==> config.mk <==
export PLATFORM = sky130hd
export DESIGN_NAME = mpu_bus_bridge
export DESIGN_NICKNAME = d
export VERILOG_FILES = /design/src/rtl/cube_pkg.sv /design/src/rtl/mpu_bus_bridge.sv
export VERILOG_INCLUDE_DIRS = /design/src /design/src/include
export SDC_FILE = /design/constraint.sdc
export NUM_CORES = 1
export LEC_CHECK = 0
export ABC_AREA = 1
export ABC_CLOCK_PERIOD_IN_PS = 900
export BUFFER_PORTS_ARGS = -buffer_cell sky130_fd_sc_hd__buf_2
export CAP_MARGIN = 40
export CORE_ASPECT_RATIO = 0.5
export CORE_MARGIN = 3
export CORE_UTILIZATION = 40
export CTS_CLUSTER_SIZE = 24
export DETAILED_ROUTE_END_ITERATION = 12
export GPL_TIMING_DRIVEN = 0
export HOLD_SLACK_MARGIN = 0.1
export PLACE_DENSITY = 0.78
export RECOVER_POWER = 100
export SETUP_SLACK_MARGIN = 0.4
export SYNTH_ARGS = -nofsm -noshare
export SYNTH_HDL_FRONTEND = slang
export SYNTH_SLANG_ARGS = --single-unit
==> constraint.sdc <==
create_clock -name clk -period 0.9 [get_ports clk]
set_input_delay 0.09 -clock clk [delete_from_list [all_inputs] [get_ports clk]]
set_output_delay 0.09 -clock clk [all_outputs]
set_load 0.05 [all_outputs]
==> src/include/cube_defs.svh <==
// Bus widths, raster timing and pixel clock ratio for the display subsystem.
`ifndef CUBE_DEFS_SVH
`define CUBE_DEFS_SVH

//////////////////////////////
// Bus widths.
//////////////////////////////

// Word address into the VRAM.
`define CUBE_ADDR_W 15
// One VRAM word holds one RGB565 pixel.
`define CUBE_DATA_W 16
`define CUBE_BYTE_W 8
// Output color, six bits per channel.
`define CUBE_RGB_W  18

//////////////////////////////
// Raster timing, in pixels and lines.
//////////////////////////////

`define CUBE_H_ACTIVE 16
`define CUBE_H_FRONT  2
`define CUBE_H_SYNC   4
`define CUBE_H_BACK   2
`define CUBE_H_TOTAL  (`CUBE_H_ACTIVE + `CUBE_H_FRONT + `CUBE_H_SYNC + `CUBE_H_BACK)

`define CUBE_V_ACTIVE 8
`define CUBE_V_FRONT  1
`define CUBE_V_SYNC   2
`define CUBE_V_BACK   1
`define CUBE_V_TOTAL  (`CUBE_V_ACTIVE + `CUBE_V_FRONT + `CUBE_V_SYNC + `CUBE_V_BACK)

// Clock cycles per pixel, also the length of one arbiter window.
`define CUBE_PIX_DIV 4

`endif

==> src/rtl/cube_pkg.sv <==
// Shared struct types for the host bus, the VRAM controls and display fetches.
`include "cube_defs.svh"

package cube_pkg;

  //////////////////////////////
  // Host side.
  //////////////////////////////

  // Byte access from the SPI slave.
  // Rd and wr are one-cycle strobes.
  typedef struct packed {
    logic                     rd;
    logic                     wr;
    logic [`CUBE_ADDR_W:0]    addr;
    logic [`CUBE_BYTE_W-1:0]  wdata;
  } byte_acc_t;

  // Word request toward the arbiter.
  // Be is one bit per byte lane, bit 0 is the low byte.
  typedef struct packed {
    logic                     en;
    logic                     rd;
    logic                     wr;
    logic [1:0]               be;
    logic [`CUBE_ADDR_W-1:0]  addr;
    logic [`CUBE_DATA_W-1:0]  wdata;
  } mpu_req_t;

  //////////////////////////////
  // Memory and display side.
  //////////////////////////////

  // VRAM controls, all active high inside the chip.
  typedef struct packed {
    logic                     en;
    logic                     rd;
    logic                     wr;
    logic [1:0]               be;
    logic [`CUBE_ADDR_W-1:0]  addr;
    logic [`CUBE_DATA_W-1:0]  wdata;
  } vram_pins_t;

  // Pixel fetch, req pulses once per pixel.
  typedef struct packed {
    logic                     req;
    logic [`CUBE_ADDR_W-1:0]  addr;
  } disp_fetch_t;

endpackage

==> src/rtl/mpu_bus_bridge.sv <==
// Byte to word bridge with byte-lane decode and read byte select.
`timescale 1ns/1ps
`include "cube_defs.svh"

module mpu_bus_bridge (
  input  logic                     clk,
  input  logic                     rst_n,
  input  cube_pkg::byte_acc_t      acc,
  output cube_pkg::mpu_req_t       req,
  input  logic [`CUBE_DATA_W-1:0]  word_rdata,
  input  logic                     word_valid,
  output logic [`CUBE_BYTE_W-1:0]  rdata,
  output logic                     rd_valid
);

  // Lane of the access in flight, 1 is the high byte.
  logic lane_hi;
  // A read is waiting for its word.
  logic rd_pend;

  always_ff @(posedge clk or negedge rst_n) begin
    if (!rst_n) begin
      req     <= '0;
      lane_hi <= 1'b0;
      rd_pend <= 1'b0;
    end else begin
      req.en <= acc.rd | acc.wr;
      req.rd <= acc.rd;
      req.wr <= acc.wr;
      if (acc.rd | acc.wr) begin
        // Odd byte address goes to the high lane.
        req.be    <= acc.addr[0] ? 2'b10 : 2'b01;
        req.addr  <= acc.addr[`CUBE_ADDR_W:1];
        // Byte copied to both lanes, be picks the one written.
        req.wdata <= {acc.wdata, acc.wdata};
        lane_hi   <= acc.addr[0];
      end
      if (acc.rd) begin
        rd_pend <= 1'b1;
      end else if (word_valid) begin
        rd_pend <= 1'b0;
      end
    end
  end

  // Returned byte, passed straight on to save a cycle.
  assign rdata    = lane_hi ? word_rdata[15:8] : word_rdata[7:0];
  assign rd_valid = word_valid & rd_pend;

  a_be_nonzero: assert property (@(posedge clk) disable iff (!rst_n)
    req.en |-> (req.be != 2'b00))
    else $error("bridge request without byte enable");

endmodule

* Yosys cells after proc, flatten, opt, wreduce, memory -nomap -nowiden
Index checks and enable logic that the tools add are counted.
** Word-level totals
- Register bits :: 38
- Input bits :: 45
- Output and inout bits :: 45
** Operators by class
- Multiplexer cells :: 4
- Bitwise gates (word level) :: 2
- Reduce and logical (&&, ||, !) cells :: 1
** Operator list (count)
- 8-bit 2-to-1 mux :: 1
- 1-bit 2-to-1 mux :: 2
- 2-bit 2-to-1 mux :: 1
- 2-bit nonzero test :: 1
- 1-bit bitwise AND :: 1
- 1-bit OR :: 1

* Depth between registers and ports, before layout
Gate-level depths: netlist of run 1.
- Word-level depth :: 2
- Mapped depth :: 5

* Least setup slack after synthesis of run 1
OpenSTA, ideal clock, no wires.
- Path kind :: register -> output
- Start :: register, netlist name req[32]
- End :: output rdata[5]
- Arrival :: 1.702 ns
- Data required time :: 0.810 ns
- Slack :: -0.892 ns
- Cell stages (with the launch flop) :: 3
- Buffers on the path :: 1
- Cells stage by stage :: dfrtp_1 buf_2 o21ai_0
** RTL lines
- end, declared :: line mpu_bus_bridge.sv:12 : output logic [`CUBE_BYTE_W-1:0] rdata,

==> metrics.log, run 1 <==
INFO  metric die_w = ~87 um
INFO  metric critPathLaunchType = register
INFO  metric synth_sequential_area_ratio = 55.8%
INFO  metric ctsHtreeMaxLevel = 2
INFO  metric synth_cells = between 150 and 200
INFO  metric drt_first_pass_iters = 4
INFO  metric globalRouteTotalUtil = between 20 and 25%
INFO  metric synth-seq-cells = 29
INFO  metric avgRoutedWirePerCell = 17.6 um
INFO  metric cell_taking_the_most_area_after_synthesis = dfrtp_1
INFO  metric layout.cells.most_common_list = buf_6 (48), nand2_1 (42), buf_2 (41)
INFO  metric grt_setup_unrepaired = yes
INFO  metric dr_total_vias = around 1500
INFO  metric crit_fanout = 3
INFO  metric maximum_number_of_pins_on_one_net_before_global_route_repair = 30
INFO  metric final_common_cell = buf_6
INFO  metric critical_path_class = reg2out
INFO  metric fin_nets = roughly 300
INFO  metric antenna_violations_before_repair = 0
INFO  metric final-setup-viol-count = between 60 and 70
INFO  metric post-route-worst-setup-slack = -385 ps
INFO  metric die_height = roughly 46 um
INFO  metric detail_route.vias_per_cell = about 5.1
INFO  metric critical_path.reg2reg.endpoint = req[32]$_DFFE_PN0P_
INFO  metric power.share.clock = 25.4%
INFO  metric grt-ovfl-total = 0
INFO  metric worstHoldPathType = in2async
INFO  metric route.final.wire_length = 5180 um
INFO  metric timing_hold_violations_final = 30
INFO  metric floorplan_core_area = between 0.002 and 0.003 sq mm
INFO  metric post-route-min-period = about 1300 ps
INFO  metric cp-end-kind = primary output
INFO  metric hold_slack = -151 ps
INFO  metric cp.required = around 810 ps
INFO  metric combPwrFrac = 38.6%
INFO  metric final_antenna_net_count = 0
INFO  metric syn_nets = ~200
INFO  metric post_dp_cell_area = slightly below 0.002 sq mm
INFO  metric postLayoutCellArea = approximately 0.0025 sq mm
INFO  metric clkSlewWorstSetupHoldPaths = approximately 70 ps
INFO  metric initial_utilization = between 40% and 50%
INFO  metric ir_drop = about 1.4 mV
INFO  metric cts_num_sinks = 29
INFO  metric cts_tree = built
INFO  metric final_cells = roughly 300
INFO  metric maxCapViolations = 0
INFO  metric detail_route.iter0.violations = between 90 and 100
INFO  metric power = between 4000 and 5000 uW
INFO  metric cts-buffers-inserted = 5
INFO  metric internal-power = ~2700 uW
INFO  metric switching_power = between 1500 and 2000 uW
INFO  metric synth.top_cells.by_area = dfrtp_1 (56%), nand2_1 (17%), o21ai_0 (13%)
INFO  metric clkLatencyLatePin = 270 ps
INFO  metric final_util = 87.8%
INFO  metric slew_headroom = 52.3%
INFO  metric worst_pin_slew = 715 ps
INFO  metric grt_pass1_wl = 7070 um
INFO  metric clockBufferDepth = 2
INFO  metric areaGrowthSynthToFinish = 91.2%
INFO  metric timing.final.max_slew_violations = 0
INFO  metric place_congestion = between 0.6 and 0.7
INFO  metric reg2regPathDepth = 3
INFO  metric post-place-cells = approximately 280
INFO  metric seq_power_share = 35.9%
INFO  metric via_count_of_the_first_global_routing_pass = between 1500 and 2000
INFO  metric clock.fmax = ~0.8 GHz
INFO  metric synth_cell_type_count = 11
INFO  metric cts_root_buf = clkbuf_8
INFO  metric critical_path.reg2reg.startpoint = req[32]$_DFFE_PN0P_
INFO  metric final.period_utilization = 143%
INFO  metric worst-r2r-setup-slack = 50 ps
INFO  metric synth.avg_cell_area = about 8.6 sq um
INFO  metric placement_rows = 13
INFO  metric io_buffer_count = a little under 90
INFO  metric antenna_cells_inserted = 0
INFO  metric finClkSkew = 0 ps
INFO  metric num_io_pins = 90
INFO  metric outcome = complete, but fails checks
INFO  metric power.density = approximately 1700 mW/mm^2
INFO  metric leakagePower = 0.00125 uW
INFO  metric crit_arrival = between 1000 and 1500 ps
INFO  metric failed_checks = hold timing, setup timing
INFO  metric sw_frac_of_total = between 30% and 40%
INFO  metric drc = 0
INFO  metric fp.dieArea = 0.00401 sq mm
INFO  metric netlist_area_before_placement = 0.00130 sq mm
INFO  metric synthDominantCellAreaShare = 55.8%
INFO  metric post_route_cells_drive_above_1_share = about 68%
INFO  metric yosys_warnings = 0
INFO  metric place_hpwl = 2660 um
worst max path at each step:
| stage | startpoint | end | slack (ps) |
|---|---|---|---|
| 3_5_place_dp | req[32]$_DFFE_PN0P_ | rdata[5] | -330 |
| 2_1_floorplan | req[32]$_DFFE_PN0P_ | rdata[1] | -170 |
| 5_1_grt | req[32]$_DFFE_PN0P_ | rdata[4] | -410 |
| 4_1_cts | req[32]$_DFFE_PN0P_ | rdata[3] | -350 |
| 6_report | req[32]$_DFFE_PN0P_ | rdata[4] | -380 |
| 3_3_place_gp | req[32]$_DFFE_PN0P_ | rdata[5] | -310 |
stage by stage:
stage                     setup TNS [ps]  worst slack, ps  hold slack [ps]
after floorplan                    -1200             -166             -206
after global placement             -2360             -307              140
after detailed placement           -2980             -330              149
after CTS                          -5360             -350             -142
after global routing               -9670             -414             -102
final                              -6860             -385             -151
final cells by class:
class / count / area [sq um]
Buffer: 17 / 203
Clock buffer: 7 / 86.3
Fill cell: 126 / 344
Inverter: 12 / 48.8
Multi-Input combinational cell: 94 / 502
Sequential cell: 29 / 761
Tap cell: 37 / 46.3
Timing Repair Buffer: 99 / 840
cell families after synthesis:
| logic type | after synthesis | share of synthesized area (%) |
|---|---|---|
| AND/OR/NAND/NOR | 60 | 17.9 |
| buffers and inverters | 29 | 13.0 |
| flip-flops | 29 | 55.8 |
| AO/OA/AOI/OAI | 34 | 13.3 |
registers in the layout, summed over array words and instances, names as in the netlist:
register and cells:
req 28, rd_pend 1
routing by layer:
metal | share of wire [%] | vias up | global-route usage (%)
li1 | - | 672 | -
met1 | 37 | 753 | 24.3
met2 | 53 | 66 | 46.5
met3 | 4.6 | 24 | 6.25
met4 | 4.9 | 0 | 14.3
met5 | 0 | - | 0
synth_stat cells:
cell,number
o21bai_1,1
nor2_4,1
nand2_1,59
clkbuf_2,2
buf_2,1
inv_1,12
o21ai_0,33
buf_6,3
clkbuf_1,2
buf_4,9
dfrtp_1,29
what timing repair did:
item,in CTS,in global routing
buffers inserted,6,3
gates cloned,1,0
endpoints found under the setup margin,72,72
hold endpoints to repair,57,55
resized for setup,100,32
pin swaps,10,4
power by group through the flow:
| stage | Clock (uW) | Sequential (uW) | Combinational (uW) |
|---|---|---|---|
| 2_1_floorplan | 0 | 1880 | 587 |
| 3_3_place_gp | 0 | 1520 | 1250 |
| 3_5_place_dp | 0 | 1530 | 1280 |
| 4_1_cts | 1070 | 1520 | 1560 |
| 5_1_grt | 1180 | 1550 | 1730 |
| 6_report | 1090 | 1540 | 1660 |
critical path, stage by stage (launching register included):
cell and delay [ps]:
dfrtp_2 440, buf_6 140, o21ai_2 150, buf_6 190
Note: power is estimated with default switching activity, not from simulation.
==> run 2, diff against run 1 <==
Settings changed: ABC_AREA 1 to not set, CORE_UTILIZATION 40 to 41, PLACE_DENSITY 0.78 to 0.79.
==> metrics.log, run 2 <==
INFO  metric outcome = complete, but fails checks
INFO  metric failed_checks = hold timing, setup timing
INFO  metric crit_fanout = 5 (+2)
INFO  metric yosys_warnings = 0 (unchanged)
INFO  metric slew_headroom = 50.9% (-1.4 points)
INFO  metric cp.required = 810 ps (about the same)
INFO  metric die_height = 46.0 um (-0.69%)
INFO  metric ir_drop = 1.64 mV (+19%)
INFO  metric drt_first_pass_iters = 4 (unchanged)
INFO  metric areaGrowthSynthToFinish = 98.9%
INFO  metric synth-seq-cells = 29 (unchanged)
INFO  metric most_used_flip_flop_cell_after_synthesis = dfrtp_1
INFO  metric final_common_cell = buf_6
INFO  metric grt_pass1_wl = 7180 um (+1.7%)
INFO  metric place_ws = -268 ps (+61.5 ps)
INFO  metric synth_cells = 80 (-47%)
INFO  metric initial_utilization = 46.6% (+0.67 points)
INFO  metric post_route_cells_drive_above_1_share = 96.4% (+28 points)
INFO  metric cp-end-kind = primary output
INFO  metric syn_nets = 125 (-37%)
INFO  metric antenna_cells_inserted = 0 (unchanged)
INFO  metric placement_rows = 13 (unchanged)
INFO  metric ctsHtreeMaxLevel = 2 (unchanged)
INFO  metric finClkSkew = 0 ps (unchanged)
INFO  metric cts_tree = built
INFO  metric clkLatencyLatePin = 280 ps (about the same)
INFO  metric die_w = 86.0 um (-0.74%)
INFO  metric critPathLaunchType = register
INFO  metric detail_route.iter0.violations = 48 (-51%)
INFO  metric synth.avg_cell_area = 16.4 sq um (+92%)
INFO  metric synth.top_cells.by_area = dfrtp_1 (55%), mux2_4 (21%), mux2_2 (12%)
INFO  metric route.final.wire_length = 5740 um (+11%)
INFO  metric synthTopCellsByCount = dfrtp_1 (29), mux2_4 (18), mux2_2 (14)
INFO  metric via_count_of_the_first_global_routing_pass = 1289 (-14%)
INFO  metric cts-buffers-inserted = 5 (unchanged)
INFO  metric antenna_violations_before_repair = 1 (+1)
INFO  metric dr_total_vias = 1162 (-23%)
INFO  metric grt-ovfl-total = 0 (unchanged)
INFO  metric most_frequent_cell_after_synthesis = dfrtp_1
INFO  metric leakagePower = 0.00131 uW (+4.4%)
INFO  metric io_buffer_count = 89 (unchanged)
INFO  metric cell_taking_the_most_area_after_synthesis = dfrtp_1
INFO  metric maxCapViolations = 0 (unchanged)
INFO  metric post-route-min-period = 1450 ps (+166 ps)
INFO  metric cts_num_sinks = 29 (unchanged)
INFO  metric place_congestion = 0.663 (-4.3%)
INFO  metric fin_nets = 237 (-22%)
INFO  metric power.density = 1840 mW/mm^2 (+6.8%)
INFO  metric biggestRegsByFlops = req (28), rd_pend (1)
INFO  metric synthArstFlopShare = 100% (unchanged)
INFO  metric post_synth_edffs = 0 (unchanged)
INFO  metric avgRoutedWirePerCell = 25.0 um (+42%)
INFO  metric clkSlewWorstSetupHoldPaths = 80 ps (about the same)
INFO  metric worstHoldPathType = in2async
INFO  metric detail_route.vias_per_cell = 5.05 (-1.6%)
INFO  metric hold_slack = -157 ps (-5.74 ps)
INFO  metric clockBufferDepth = 2 (unchanged)
INFO  metric num_io_pins = 90 (unchanged)
INFO  metric fp.dieArea = 0.00395 sq mm (-1.4%)
INFO  metric worst_pin_slew = 736 ps (+20.8 ps)
INFO  metric timing.final.max_slew_violations = 0 (unchanged)
INFO  metric final.period_utilization = 161% (+18 points)
INFO  metric power = 4800 uW (+12%)
INFO  metric place_hpwl = 2370 um (-11%)
INFO  metric registers.top_by_ff_count = req
INFO  metric cts_root_buf = clkbuf_8
INFO  metric netlist_area_before_placement = 0.00131 sq mm (+0.87%)
INFO  metric synthDominantCellAreaShare = 55.3% (-0.48 points)
INFO  metric crit_arrival = 1360 ps (+170 ps)
INFO  metric largest_register_ff_count = 28 (unchanged)
INFO  metric drc = 0 (unchanged)
INFO  metric post-route-worst-setup-slack = -550 ps (-166 ps)
INFO  metric layout.cells.most_common_list = buf_6 (47), buf_2 (41), dfrtp_2 (28)
INFO  metric maximum_number_of_pins_on_one_net_before_global_route_repair = 30 (unchanged)
INFO  metric floorplan_core_area = 0.00281 sq mm (-0.57%)
INFO  metric grt_setup_unrepaired = yes
INFO  metric timing_hold_violations_final = 29 (-3.3%)
INFO  metric critical_path_class = reg2out
INFO  metric clock.fmax = 0.689 GHz (-11%)
INFO  metric final_antenna_net_count = 0 (unchanged)
INFO  metric synth_sequential_area_ratio = 55.3% (-0.48 points)
INFO  metric final-setup-viol-count = 70 (+2.9%)
INFO  metric synth_cell_type_count = 13 (+2)
INFO  metric globalRouteTotalUtil = 26.5% (+2.4 points)
-- run 2: cell types whose count changed after synthesis, moves of 2 or more --
cell | previous run | this run
inv_1 | 12 | 1
clkbuf_1 | 2 | 0
mux2_2 | 0 | 14
clkbuf_2 | 2 | 0
o21ai_0 | 33 | 0
buf_12 | 0 | 2
mux2_4 | 0 | 18
nand2_1 | 59 | 0
buf_6 | 3 | 1
-- run 2: worst paths after layout --
kind / from / to / slack, ps / cells after the start
max: req[32]$_DFFE_PN0P_ / rdata[6] / -550 / 3
min: rst_n / req[9]$_DFFE_PN0P_ / -160 / 1
max reg2reg: req[32]$_DFFE_PN0P_ / req[32]$_DFFE_PN0P_ / -220 / 3
min reg2reg: req[30]$_DFFE_PN0P_ / req[30]$_DFFE_PN0P_ / 540 / 1
max in group asynchronous: rst_n / req[29]$_DFFE_PN0P_ / 520 / 1
min in group clk: acc[24] / req[33]$_DFF_PN0_ / 10 / 1
-- run 2: timing repair --
action                                 4_1_cts  5_1_grt
setup endpoints to repair                   72       72
endpoints found under the hold margin       57       55
gates cloned                                 3        0
resized for setup                          104       21
pin swaps                                    1        0
buffers inserted                             8        5
-- run 2: logic make-up (layout without fill, tap and decap cells) --
kind of cell	count (synthesis)	in the layout	synth area share, %
flops	29	29	55.3
compound gates	2	2	0.954
mux	32	32	32.6
simple gates	3	3	1.34
buf+inv	14	127	9.73
-- run 2: worst max-delay path, cell delays in order (launching register included) --
cell and delay [ps]:
dfrtp_2 450, buf_6 150, mux2_4 310, buf_6 160
-- run 2: routing by layer --
layer  vias up  share of wire, %  GRT usage, %
met5         -              0.23             0
met1       563                35          25.6
met2        80                52          52.1
met3        26               9.0          10.1
met4         2               3.9          11.4
li1        491                 -             -
-- run 2: where the power goes --
part	internal [uW]	switching (uW)	leakage, uW	total, uW
clock network	903	564	0.0000585	1470
logic	829	953	0.000940	1780
registers	1430	125	0.000308	1550
-- run 2: final cells by class --
type,count,area [sq um]
Fill cell,89,206
Multi-Input combinational cell,37,505
Clock buffer,7,86.3
Clock inverter,1,30.0
Sequential cell,29,761
Inverter,1,3.75
Buffer,13,203
Timing Repair Buffer,105,972
Tap cell,37,46.3
-- run 2: stage by stage --
step	setup TNS, ps	utilization [%]	instances	cell area, sq um
after global placement	-6870	69.1	206	1940
after global routing	-11480	92.7	230	2610
final	-10710	92.7	230	2610
after CTS	-6880	89.1	225	2510
after floorplan	-2600	-	80	1450
after detailed placement	-7210	69.1	206	1940
