## src/include/cube_defs.svh

```systemverilog
// Bus widths, raster timing and pixel clock ratio for the display subsystem.
`ifndef CUBE_DEFS_SVH
`define CUBE_DEFS_SVH

//////////////////////////////
// Bus widths.
//////////////////////////////

// Word address into the VRAM.
`define CUBE_ADDR_W 15
// One VRAM word holds one RGB565 pixel.
`define CUBE_DATA_W 16
`define CUBE_BYTE_W 8
// Output color, six bits per channel.
`define CUBE_RGB_W  18

//////////////////////////////
// Raster timing, in pixels and lines.
//////////////////////////////

`define CUBE_H_ACTIVE 16
`define CUBE_H_FRONT  2
`define CUBE_H_SYNC   4
`define CUBE_H_BACK   2
`define CUBE_H_TOTAL  (`CUBE_H_ACTIVE + `CUBE_H_FRONT + `CUBE_H_SYNC + `CUBE_H_BACK)

`define CUBE_V_ACTIVE 8
`define CUBE_V_FRONT  1
`define CUBE_V_SYNC   2
`define CUBE_V_BACK   1
`define CUBE_V_TOTAL  (`CUBE_V_ACTIVE + `CUBE_V_FRONT + `CUBE_V_SYNC + `CUBE_V_BACK)

// Clock cycles per pixel, also the length of one arbiter window.
`define CUBE_PIX_DIV 4

`endif

```

## src/rtl/cube_pkg.sv

```systemverilog
// Shared struct types for the host bus, the VRAM controls and display fetches.
`include "cube_defs.svh"

package cube_pkg;

  //////////////////////////////
  // Host side.
  //////////////////////////////

  // Byte access from the SPI slave.
  // Rd and wr are one-cycle strobes.
  typedef struct packed {
    logic                     rd;
    logic                     wr;
    logic [`CUBE_ADDR_W:0]    addr;
    logic [`CUBE_BYTE_W-1:0]  wdata;
  } byte_acc_t;

  // Word request toward the arbiter.
  // Be is one bit per byte lane, bit 0 is the low byte.
  typedef struct packed {
    logic                     en;
    logic                     rd;
    logic                     wr;
    logic [1:0]               be;
    logic [`CUBE_ADDR_W-1:0]  addr;
    logic [`CUBE_DATA_W-1:0]  wdata;
  } mpu_req_t;

  //////////////////////////////
  // Memory and display side.
  //////////////////////////////

  // VRAM controls, all active high inside the chip.
  typedef struct packed {
    logic                     en;
    logic                     rd;
    logic                     wr;
    logic [1:0]               be;
    logic [`CUBE_ADDR_W-1:0]  addr;
    logic [`CUBE_DATA_W-1:0]  wdata;
  } vram_pins_t;

  // Pixel fetch, req pulses once per pixel.
  typedef struct packed {
    logic                     req;
    logic [`CUBE_ADDR_W-1:0]  addr;
  } disp_fetch_t;

endpackage

```

## src/rtl/spi_mem_slave.sv

```systemverilog
// SPI mode-0 slave with address header, byte strobes and auto-increment.
`timescale 1ns/1ps
`include "cube_defs.svh"

module spi_mem_slave (
  input  logic                     clk,
  input  logic                     rst_n,
  input  logic                     spi_cs_n,
  input  logic                     sck,
  input  logic                     mosi,
  output logic                     miso,
  output cube_pkg::byte_acc_t      acc,
  input  logic [`CUBE_BYTE_W-1:0]  rdata,
  input  logic                     rd_valid
);

  // Byte address is one bit wider than the word address.
  localparam int BAW = `CUBE_ADDR_W + 1;

  logic [2:0]              sck_sync;
  logic [1:0]              mosi_sync;
  logic [1:0]              cs_sync;
  logic                    sck_rise;
  logic                    sck_fall;
  logic                    cs_active;
  logic [2:0]              bit_cnt;
  logic [1:0]              byte_idx;
  logic                    is_write;
  logic [7:0]              rx_sh;
  logic [7:0]              rx_next;
  logic [7:0]              hdr_hi;
  logic [7:0]              tx_sh;
  logic [BAW-1:0]          addr_cnt;
  logic [BAW-1:0]          start_addr;

  //////////////////////////////
  // Pin synchronizers.
  //////////////////////////////

  // Two flops per pin, sck keeps a third for edge detection.
  always_ff @(posedge clk or negedge rst_n) begin
    if (!rst_n) begin
      sck_sync  <= '0;
      mosi_sync <= '0;
      cs_sync   <= '1;
    end else begin
      sck_sync  <= {sck_sync[1:0], sck};
      mosi_sync <= {mosi_sync[0], mosi};
      cs_sync   <= {cs_sync[0], spi_cs_n};
    end
  end

  assign sck_rise  = sck_sync[1] & ~sck_sync[2];
  assign sck_fall  = ~sck_sync[1] & sck_sync[2];
  assign cs_active = ~cs_sync[1];

  // Shift register value once the current bit is in, MSB first.
  assign rx_next    = {rx_sh[6:0], mosi_sync[1]};
  // Header bit 15 is the write flag, the rest is the byte address.
  assign start_addr = {1'b0, hdr_hi[6:0], rx_next};

  //////////////////////////////
  // Frame decoder.
  //////////////////////////////

  always_ff @(posedge clk or negedge rst_n) begin
    if (!rst_n) begin
      bit_cnt  <= '0;
      byte_idx <= '0;
      is_write <= 1'b0;
      rx_sh    <= '0;
      hdr_hi   <= '0;
      tx_sh    <= '0;
      addr_cnt <= '0;
      miso     <= 1'b0;
      acc      <= '0;
    end else if (!cs_active) begin
      // Deselect ends the frame.
      bit_cnt  <= '0;
      byte_idx <= '0;
      is_write <= 1'b0;
      tx_sh    <= '0;
      miso     <= 1'b0;
      acc.rd   <= 1'b0;
      acc.wr   <= 1'b0;
    end else begin
      acc.rd <= 1'b0;
      acc.wr <= 1'b0;
      if (sck_rise) begin
        rx_sh   <= rx_next;
        bit_cnt <= bit_cnt + 3'd1;
        if (bit_cnt == 3'd7) begin
          case (byte_idx)
            2'd0: begin
              hdr_hi   <= rx_next;
              byte_idx <= 2'd1;
            end
            2'd1: begin
              // Header done, a read frame fetches its first byte at once.
              is_write <= hdr_hi[7];
              byte_idx <= 2'd2;
              addr_cnt <= start_addr;
              if (!hdr_hi[7]) begin
                acc.rd   <= 1'b1;
                acc.addr <= start_addr;
                addr_cnt <= start_addr + 1'b1;
              end
            end
            default: begin
              // Data byte, write it or prefetch the next one.
              acc.addr <= addr_cnt;
              addr_cnt <= addr_cnt + 1'b1;
              if (is_write) begin
                acc.wr    <= 1'b1;
                acc.wdata <= rx_next;
              end else begin
                acc.rd <= 1'b1;
              end
            end
          endcase
        end
      end
      // Master samples on rising sck, so shift out on falling.
      if (sck_fall) begin
        miso  <= tx_sh[7];
        tx_sh <= {tx_sh[6:0], 1'b0};
      end
      if (rd_valid) begin
        tx_sh <= rdata;
      end
    end
  end

  a_rd_wr_excl: assert property (@(posedge clk) disable iff (!rst_n)
    !(acc.rd && acc.wr))
    else $error("spi slave issued rd and wr together");

endmodule

```

## config.mk

```make
export PLATFORM = sky130hd
export DESIGN_NAME = spi_mem_slave
export DESIGN_NICKNAME = d
export VERILOG_FILES = /design/src/rtl/cube_pkg.sv /design/src/rtl/spi_mem_slave.sv
export VERILOG_INCLUDE_DIRS = /design/src /design/src/include
export SDC_FILE = /design/constraint.sdc
export NUM_CORES = 1
export LEC_CHECK = 0
export BUFFER_PORTS_ARGS = -buffer_cell sky130_fd_sc_hd__buf_2
export CAP_MARGIN = 5
export CORE_MARGIN = 2
export CORE_UTILIZATION = 26
export CTS_CLUSTER_DIAMETER = 40
export CTS_CLUSTER_SIZE = 24
export DETAILED_ROUTE_END_ITERATION = 10
export PLACE_DENSITY = 0.43
export SLEW_MARGIN = 20
export SYNTH_ARGS = -nofsm -noshare
export SYNTH_HDL_FRONTEND = slang
export SYNTH_SLANG_ARGS = --single-unit
```

## constraint.sdc

```tcl
create_clock -name clk -period 4.8 [get_ports clk]
set_input_delay 0.72 -clock clk [delete_from_list [all_inputs] [get_ports clk]]
set_output_delay 0.72 -clock clk [all_outputs]
set_load 0.005 [all_outputs]
```

* Word level (Yosys, flattened, before mapping) *
Index checks and enable logic that the tools add are counted.

storage, ports and cells
  output and inout port bits = 27
  logic and storage cells = 72
  flip-flop bits (word level) = 79
  input bits = 14

operators by class
  add/subtract/negate cells = 3
  reduce and logical (&&, ||, !) cells = 15
  mux-type cells = 29
  equal/unequal tests = 3
  bitwise operators = 7

operators with widths
  kind                                            count
  one-hot mux 16 bit (2 select lines)             2
  two-way mux 26 bit                              2
  two-way mux 8 bit                               5
  two-way mux 16 bit                              2
  adder 15 x 1 -> 16 bit (second input constant)  1
  adder 16 x 1 -> 16 bit (second input constant)  1
  two-way mux 1 bit                               10
  AND reduction 5 bit                             2
  two-way mux 2 bit                               4
  AND reduction 4 bit                             2
  nonzero test 2 bit                              4
  two-way mux 3 bit                               2
  AND reduction 3 bit                             2
  nonzero test 3 bit                              2
  inverter 1 bit                                  5
  one-hot mux 2 bit (2 select lines)              1
  adder 3 x 1 -> 3 bit (second input constant)    1
  == test 3 bit (second input constant)           1
  AND 1 bit                                       2
  == test 2 x 1 -> 1 bit (second input constant)  1
  zero test 2 bit                                 1
  != test 2 bit (second input constant)           1
  one-hot mux 1 bit (2 select lines)              1
  AND reduction 2 bit                             1
  OR reduction 2 bit                              1

* Depth between registers and ports, before layout *
Gate-level depths: netlist of the first run.

  word-level depth = 6
  depth in mapped cells = 8

* Least setup slack after synthesis of the first run *
OpenSTA, ideal clock, no wires.

  path kind = reg-to-reg
  start = reg bit_cnt[0]
  end = reg hdr_hi[0]
  stages on the path, launching flop included = 7
  period minus slack after synthesis = 1.796 ns
  required time = 4.675 ns
  buffers on the path = 1
  data arrival time = 1.671 ns
  setup slack = 3.004 ns
  cell sequence = dfrtp_1 > ha_1 > ha_1 > and4bb_1 > buf_4 > nand2_2 > mux2_2

on the way
  longest elaborated chain between the ends = 2

ends and longest elaborated chain
  element                        RTL line             RTL
  from (decl)                    spi_mem_slave.sv:26  logic [2:0] bit_cnt;
  from (signal assigned)         spi_mem_slave.sv:91  bit_cnt <= bit_cnt + 3'd1;
  == test 3 bit                  spi_mem_slave.sv:92  if (bit_cnt == 3'd7) begin
  AND reduction 4 bit (no line)  n/a
  to (signal assigned)           spi_mem_slave.sv:95  hdr_hi <= rx_next;
  to (decl)                      spi_mem_slave.sv:31  logic [7:0] hdr_hi;

No other way between the ends.
A chain may end at the register's enable or synchronous reset.

* Worst setup path after layout of the first run *
  start = reg byte_idx[1]
  end = reg acc[23] (netlist bit)

on the way
  longest elaborated chain between the ends = 3
  elaborated cells on any way between the ends = 6

ends and longest elaborated chain
  element                                                           RTL line             RTL
  from (decl)                                                       spi_mem_slave.sv:27  logic [1:0] byte_idx;
  from (signal assigned)                                            spi_mem_slave.sv:69  byte_idx <= '0;
  from (signal assigned)                                            spi_mem_slave.sv:80  byte_idx <= '0;
  from (signal assigned)                                            spi_mem_slave.sv:96  byte_idx <= 2'd1;
  == test 2 x 1 -> 1 bit / zero test 2 bit (equally long branches)  spi_mem_slave.sv:93  case (byte_idx)
  != test 2 bit (no line) / inverter 1 bit (equally long branches)  n/a
  AND reduction 5 bit (no line)                                     n/a
  to (decl)                                                         spi_mem_slave.sv:12  output cube_pkg::byte_acc_t acc,

Parallel ways exist; a longest one is shown, timed or not.

==> flow_metrics.env, run 1 <==
export IMPL_status="finished, final reports clean"
export IMPL_grtUsageMet3=0.0321
export IMPL_powerDensity_mw_per_mm2=341
export IMPL_holdBufCountCts=0
export IMPL_min_to="sck_sync[1]"
export IMPL_worst_pin_slew_ns=1.10
export IMPL_use_met1=0.171
export IMPL_use_met2=0.197
export IMPL_grt_pass1_vias=2965
export IMPL_n_antenna_cell=0
export IMPL_holdCritStartpoint="sck_sync[0]"
export IMPL_grt_max_degree=80
export IMPL_drtIter0Drc=168
export IMPL_antenna_found_initial=0
export IMPL_rr_worst_depth=4
export IMPL_track_usage=0.126
export IMPL_fp_coreArea_mm2=0.0151
export IMPL_synthMuxAreaShare=0.125
export IMPL_slew_headroom=0.270
export IMPL_async_flop_share=1.00
export IMPL_fp_dieW_um=128
export IMPL_io_pin_count=41
export IMPL_path_clk_slew_ns=0.06
export IMPL_vdd_drop_max_uv=180
export IMPL_cap_violations=0
export IMPL_synth_enable_flop_cells=0
export IMPL_cts_sinks=79
export IMPL_setup_viol=0
export IMPL_fp_dieH_um=128
export IMPL_ys_warnings_count=0
export IMPL_yosys_area_share_xor_xnor=0.0330
export IMPL_finalHoldViolations=0
export IMPL_ys_types=54
export IMPL_hold_class="flip-flop to flip-flop"
export IMPL_max_freq_mhz=369
export IMPL_gr_total_overflow=0
export IMPL_ant_nets=0
export IMPL_initial_core_util=0.264
export IMPL_syn2layout_area_growth_pct=15.2
export IMPL_portBuffers=40
export IMPL_setup_tns_ns=0
export IMPL_synth_top_family_by_area="simple AND/OR/NAND/NOR gates"
export IMPL_r2r_end="acc[23]"
export IMPL_place_hpwl_um=6730
export IMPL_clk_path_buf_depth=2
export IMPL_max_stage_delay_ns=0.85
export IMPL_synth_compound_area_frac=0.117
export IMPL_drive_above_1_share=0.235
export IMPL_vias_per_cell=4.87
export IMPL_syn_area_mm2=0.00399
export IMPL_syn_inst=372
export IMPL_critPathArrivalTime_ns=2.93
export IMPL_die_area_mm2=0.0163
export IMPL_whs_ns=0.347
export IMPL_clk_latency_ns=0.34
export IMPL_grt_setup_unrepaired="no"
export IMPL_cts_resized=0
export IMPL_yosysSeqAreaShare=0.497
export IMPL_routed_wl_um=9650
export IMPL_drc=0
export IMPL_crit_chain="nor2_1 -> nor2_2 -> nand2_1 -> a32o_1"
export IMPL_ctsRootBufferMaster="clkbuf_16"
export IMPL_fillers=1582
export IMPL_fin_crit_ns=2.71
export IMPL_critPathMaxFanout=31
export IMPL_reg2reg_from="byte_idx[1]"
export IMPL_synth_seq_cells=79
export IMPL_critPathLaunchType="flip-flop"
export IMPL_fin_crit_sh=0.564
export IMPL_row_count=45
export IMPL_slew_violations=0
export IMPL_avgSynthCellArea_um2=10.7
export IMPL_avgRoutedWirePerCell_um=16.3
export IMPL_htree_levels=3
export IMPL_first_pass_iters=4
export IMPL_top_usage_layer="met2"
export IMPL_whs_path_depth=0
export IMPL_cp_end_kind="flip-flop"
export IMPL_reg2reg_slack_ns=2.09
export IMPL_via_count=2885
export IMPL_skew_ns=0.00612
export IMPL_synth_simple_area_share=0.178
export IMPL_synth_adder_area_share=0.0126
export IMPL_postCtsSetupBuffers=0
export IMPL_path_class="flip-flop to flip-flop"
export IMPL_leakagePower_nw=2.13
export IMPL_crit_slowest_cell="dfrtp_1"
export IMPL_grt_pass1_wl_um=16100
export IMPL_numCtsBuffers=9
export IMPL_fin_nets=418
export IMPL_critPathRequiredTime_ns=5.03
export IMPL_cts_tree="built"
export IMPL_place_congestion=0.833
export IMPL_synth_main_ff_cell="dfrtp_1"
export IMPL_syn_nets=390
-- through the flow --
step	setup WS [ns]	total power [mW]	instances	utilization	area, um2
floorplan	3.00	0.854	372	-	3990
global placement	2.21	0.902	577	0.285	4300
detailed placement	2.11	0.903	577	0.285	4300
CTS	2.09	1.59	592	0.304	4590
global route	1.75	1.63	592	0.304	4590
finish	2.09	1.56	592	0.304	4590
-- cells in the mapped netlist (all sizes together), types with 2 or more instances --
| cell | instances | area, um2 |
|---|---|---|
| dfrtp | 77 | 1930 |
| nand2 | 51 | 194 |
| o21ai | 29 | 145 |
| mux2i | 24 | 240 |
| mux2 | 23 | 259 |
| buf | 18 | 113 |
| nor2 | 18 | 75.1 |
| a21oi | 17 | 85.1 |
| nand3 | 14 | 95.1 |
| xnor2 | 12 | 105 |
| nand4 | 7 | 58.8 |
| nor3 | 7 | 51.3 |
| o22ai | 7 | 43.8 |
| o31ai | 7 | 52.6 |
| clkbuf | 6 | 22.5 |
| and3 | 5 | 31.3 |
| ha | 4 | 50.1 |
| inv | 4 | 15.0 |
| nor2b | 4 | 25.0 |
| and4 | 3 | 26.3 |
| nor4 | 3 | 25.0 |
| o221a | 3 | 33.8 |
| xor2 | 3 | 26.3 |
| a21boi | 2 | 15.0 |
| a31oi | 2 | 12.5 |
| and4bb | 2 | 25.0 |
| dfstp | 2 | 52.6 |
| nand2b | 2 | 12.5 |
| nand4b | 2 | 32.5 |
| o31a | 2 | 17.5 |
-- power breakdown --
part / internal [mW] / switching, mW
clock network: 0.414 / 0.261
registers: 0.699 / 0.0913
logic: 0.0560 / 0.0427
-- state kept, by name, indices dropped and copies added, names as in the netlist --
register / cells
acc: 26
rx_sh: 7
miso: 1
is_write: 1
mosi_sync: 2
byte_idx: 2
tx_sh: 8
addr_cnt: 16
hdr_hi: 8
cs_sync: 2
bit_cnt: 3
sck_sync: 3
-- routing by layer --
layer | vias to the layer above | wire [um]
met5 | - | 0
met4 | 0 | 115
met3 | 10 | 370
met2 | 56 | 4520
met1 | 1426 | 4650
li1 | 1393 | -
-- cells in the final DEF (no fill, tap or decap), types with 4 or more instances in the layout --
master and n:
a21oi_1 17, and3_1 5, buf_2 39, clkbuf_16 9, dfrtp_1 77, ha_1 4, inv_1 4, mux2_2 23
mux2i_1 24, nand2_1 50, nand3_1 12, nand4_1 6, nor2_1 15, nor2b_1 4, nor3_1 5, o21ai_0 28
o22ai_1 7, o31ai_1 7, xnor2_1 12
-- worst max path at each step --
stage	slack, ns	from	to	cells past startpoint
floorplan	3.00	bit_cnt[0]	hdr_hi[0]	6
global placement	2.21	bit_cnt[0]	acc[23]	6
detailed placement	2.11	byte_idx[1]	acc[23]	4
CTS	2.09	byte_idx[1]	acc[23]	4
global route	1.75	byte_idx[1]	acc[12]	5
finish	2.09	byte_idx[1]	acc[23]	4
-- cell type report --
cell class | count | area (um2) | area share
Tap cell | 188 | 235 | 0.0513
Multi-Input combinational cell | 265 | 1860 | 0.404
Inverter | 4 | 15.0 | 0.00327
Sequential cell | 79 | 1980 | 0.431
Clock buffer | 12 | 246 | 0.0537
Clock inverter | 3 | 43.8 | 0.00954
Timing Repair Buffer | 41 | 214 | 0.0466
-- cell families (layout without fill, tap and decap cells) --
kind of cell    count (synthesis)  after routing
mux                            47             47
buf+inv                        28             60
simple gates                  123            123
flops                          79             79
compound gates                 76             76
xor+xnor                       15             15
fa+ha+maj                       4              4
-- critical path: cells and delay by family, from the launching register on --
family          cells  cell delay, ns
simple gates        3            1.32
flops               1            0.85
compound gates      1            0.42
(Power assumes the default switching activity.)
==> inputs of run 2 (changes only) <==
==> constraint.sdc (replaced) <==
create_clock -name clk -period 2.84 [get_ports clk]
set_input_delay 0.426 -clock clk [delete_from_list [all_inputs] [get_ports clk]]
set_output_delay 0.426 -clock clk [all_outputs]
set_load 0.005 [all_outputs]
==> flow_metrics.env, run 2 (synthesis gave the netlist of run 1 again) <==
export IMPL_postCtsSetupBuffers=0
export IMPL_routed_wl_um=9870
export IMPL_leakagePower_nw=2.16
export IMPL_slew_violations=0
export IMPL_place_worst_setup_slack_ns=0.751
export IMPL_critPathRequiredTime_ns=3.06
export IMPL_row_count=45
export IMPL_ctsRootBufferMaster="clkbuf_16"
export IMPL_worst_slack_ns=0.766
export IMPL_drive_above_1_share=0.245
export IMPL_clk_latency_ns=0.34
export IMPL_rr_worst_depth=5
export IMPL_portBuffers=40
export IMPL_multi_input_area_mm2=0.00186
export IMPL_path_clk_slew_ns=0.06
export IMPL_mostFrequentLayoutCells="77 x dfrtp_1, 50 x nand2_1, 39 x buf_2, 28 x o21ai_0, 24 x mux2i_1"
export IMPL_hold_class="input port to asynchronous set/reset pin"
export IMPL_numCtsBuffers=9
export IMPL_fillers=1597
export IMPL_fin_crit_ns=2.07
export IMPL_grt_pass1_wl_um=16200
export IMPL_largest_reg_flops=26
export IMPL_n_antenna_cell=0
export IMPL_reg2reg_from="bit_cnt[0]"
export IMPL_total_power_mw=2.75
export IMPL_cp_end_kind="flip-flop"
export IMPL_r2r_end="addr_cnt[6]"
export IMPL_fin_nets=423
export IMPL_cap_violations=0
export IMPL_die_area_mm2=0.0163
export IMPL_grt_pass1_vias=2994
export IMPL_crit_chain="ha_1 -> ha_1 -> and4bb_1 -> nand2_1 -> o221a_2"
export IMPL_crit_top_cell="ha_1"
export IMPL_max_freq_mhz=482
export IMPL_holdBufCountCts=0
export IMPL_via_count=2902
export IMPL_drc=0
export IMPL_path_class="flip-flop to flip-flop"
export IMPL_gr_total_overflow=0
export IMPL_worst_pin_slew_ns=0.870
export IMPL_cts_tree="built"
export IMPL_ant_nets=0
export IMPL_critPathMaxFanout=11
export IMPL_largest_registers="acc (26), addr_cnt (16)"
export IMPL_fp_coreArea_mm2=0.0151
export IMPL_place_hpwl_um=6850
export IMPL_seqCellArea_mm2=0.00198
export IMPL_htree_levels=3
export IMPL_skew_ns=0.00599
export IMPL_powerDensity_mw_per_mm2=592
export IMPL_grt_max_degree=80
export IMPL_place_congestion=0.802
export IMPL_fin_crit_sh=0.730
export IMPL_antenna_found_initial=0
export IMPL_fp_dieW_um=128
export IMPL_drtIter0Drc=173
export IMPL_setup_viol=0
export IMPL_finalHoldViolations=0
export IMPL_cts_sinks=79
export IMPL_slew_headroom=0.417
export IMPL_reg2reg_slack_ns=0.77
export IMPL_grt_setup_unrepaired="no"
export IMPL_vdd_drop_max_uv=300
export IMPL_critical_path_buf_inv_count=0
export IMPL_max_stage_delay_ns=0.52
export IMPL_status="finished, final reports clean"
export IMPL_avgRoutedWirePerCell_um=16.6
export IMPL_crit_slowest_cell="and4bb_1"
export IMPL_syn2layout_area_growth_pct=16.6
export IMPL_initial_core_util=0.264
export IMPL_layout_commonest_cell="dfrtp_1"
export IMPL_critPathArrivalTime_ns=2.30
export IMPL_cp_top_family="simple AND/OR/NAND/NOR gates"
export IMPL_setup_tns_ns=0
export IMPL_top_register="acc"
export IMPL_fp_dieH_um=128
export IMPL_clk_path_buf_depth=2
export IMPL_cts_resized=0
export IMPL_io_pin_count=41
export IMPL_track_usage=0.130
export IMPL_first_pass_iters=4
export IMPL_critPathLaunchType="flip-flop"
export IMPL_vias_per_cell=4.87
==> run 2: report_power, final <==
part | internal [mW] | switching, mW
logic | 0.0950 | 0.0797
clock network | 0.786 | 0.451
registers | 1.18 | 0.157
total | 2.06 | 0.688
==> run 2: per-layer routing <==
metal,share of wire,GRT usage,vias to the layer above
li1,-,-,1400
met1,0.48,0.174,1438
met3,0.039,0.0296,10
met5,0,0,-
met4,0.018,0.0633,0
met2,0.46,0.198,54
==> run 2: worst register-to-register path, cell delays in order (launching register included) <==
cell and delay (ns):
dfrtp_1 0.37, ha_1 0.15, ha_1 0.26, and4bb_1 0.52, nand2_1 0.33, o221a_2 0.33
==> run 2: final cells by class <==
cell class              count  area share
clock buffers              11      0.0522
clock inverters             3      0.0148
inverters                   4     0.00323
multi-input cells         265       0.399
flip-flops and latches     79       0.426
well taps                 188      0.0506
repair buffers             46      0.0541
==> run 2: how the worst max path moves through the flow <==
| stage | end | from | depth (start not counted) |
|---|---|---|---|
| after global routing | addr_cnt[15] | bit_cnt[0] | 6 |
| after floorplan | hdr_hi[0] | bit_cnt[0] | 6 |
| after detailed placement | addr_cnt[15] | bit_cnt[0] | 6 |
| after global placement | addr_cnt[6] | bit_cnt[0] | 5 |
| after CTS | addr_cnt[15] | bit_cnt[0] | 6 |
| final | addr_cnt[6] | bit_cnt[0] | 5 |
==> run 2: stage by stage <==
| step | cells | hold slack, ns | util | cell area (um2) |
|---|---|---|---|---|
| 6_report | 596 | 0.121 | 0.308 | 4650 |
| 5_1_grt | 596 | 0.168 | 0.308 | 4650 |
| 4_1_cts | 596 | 0.170 | 0.308 | 4640 |
| 3_5_place_dp | 582 | 0.343 | 0.287 | 4330 |
| 3_3_place_gp | 582 | 0.335 | 0.287 | 4330 |
| 2_1_floorplan | 372 | 0.130 | - | 3990 |
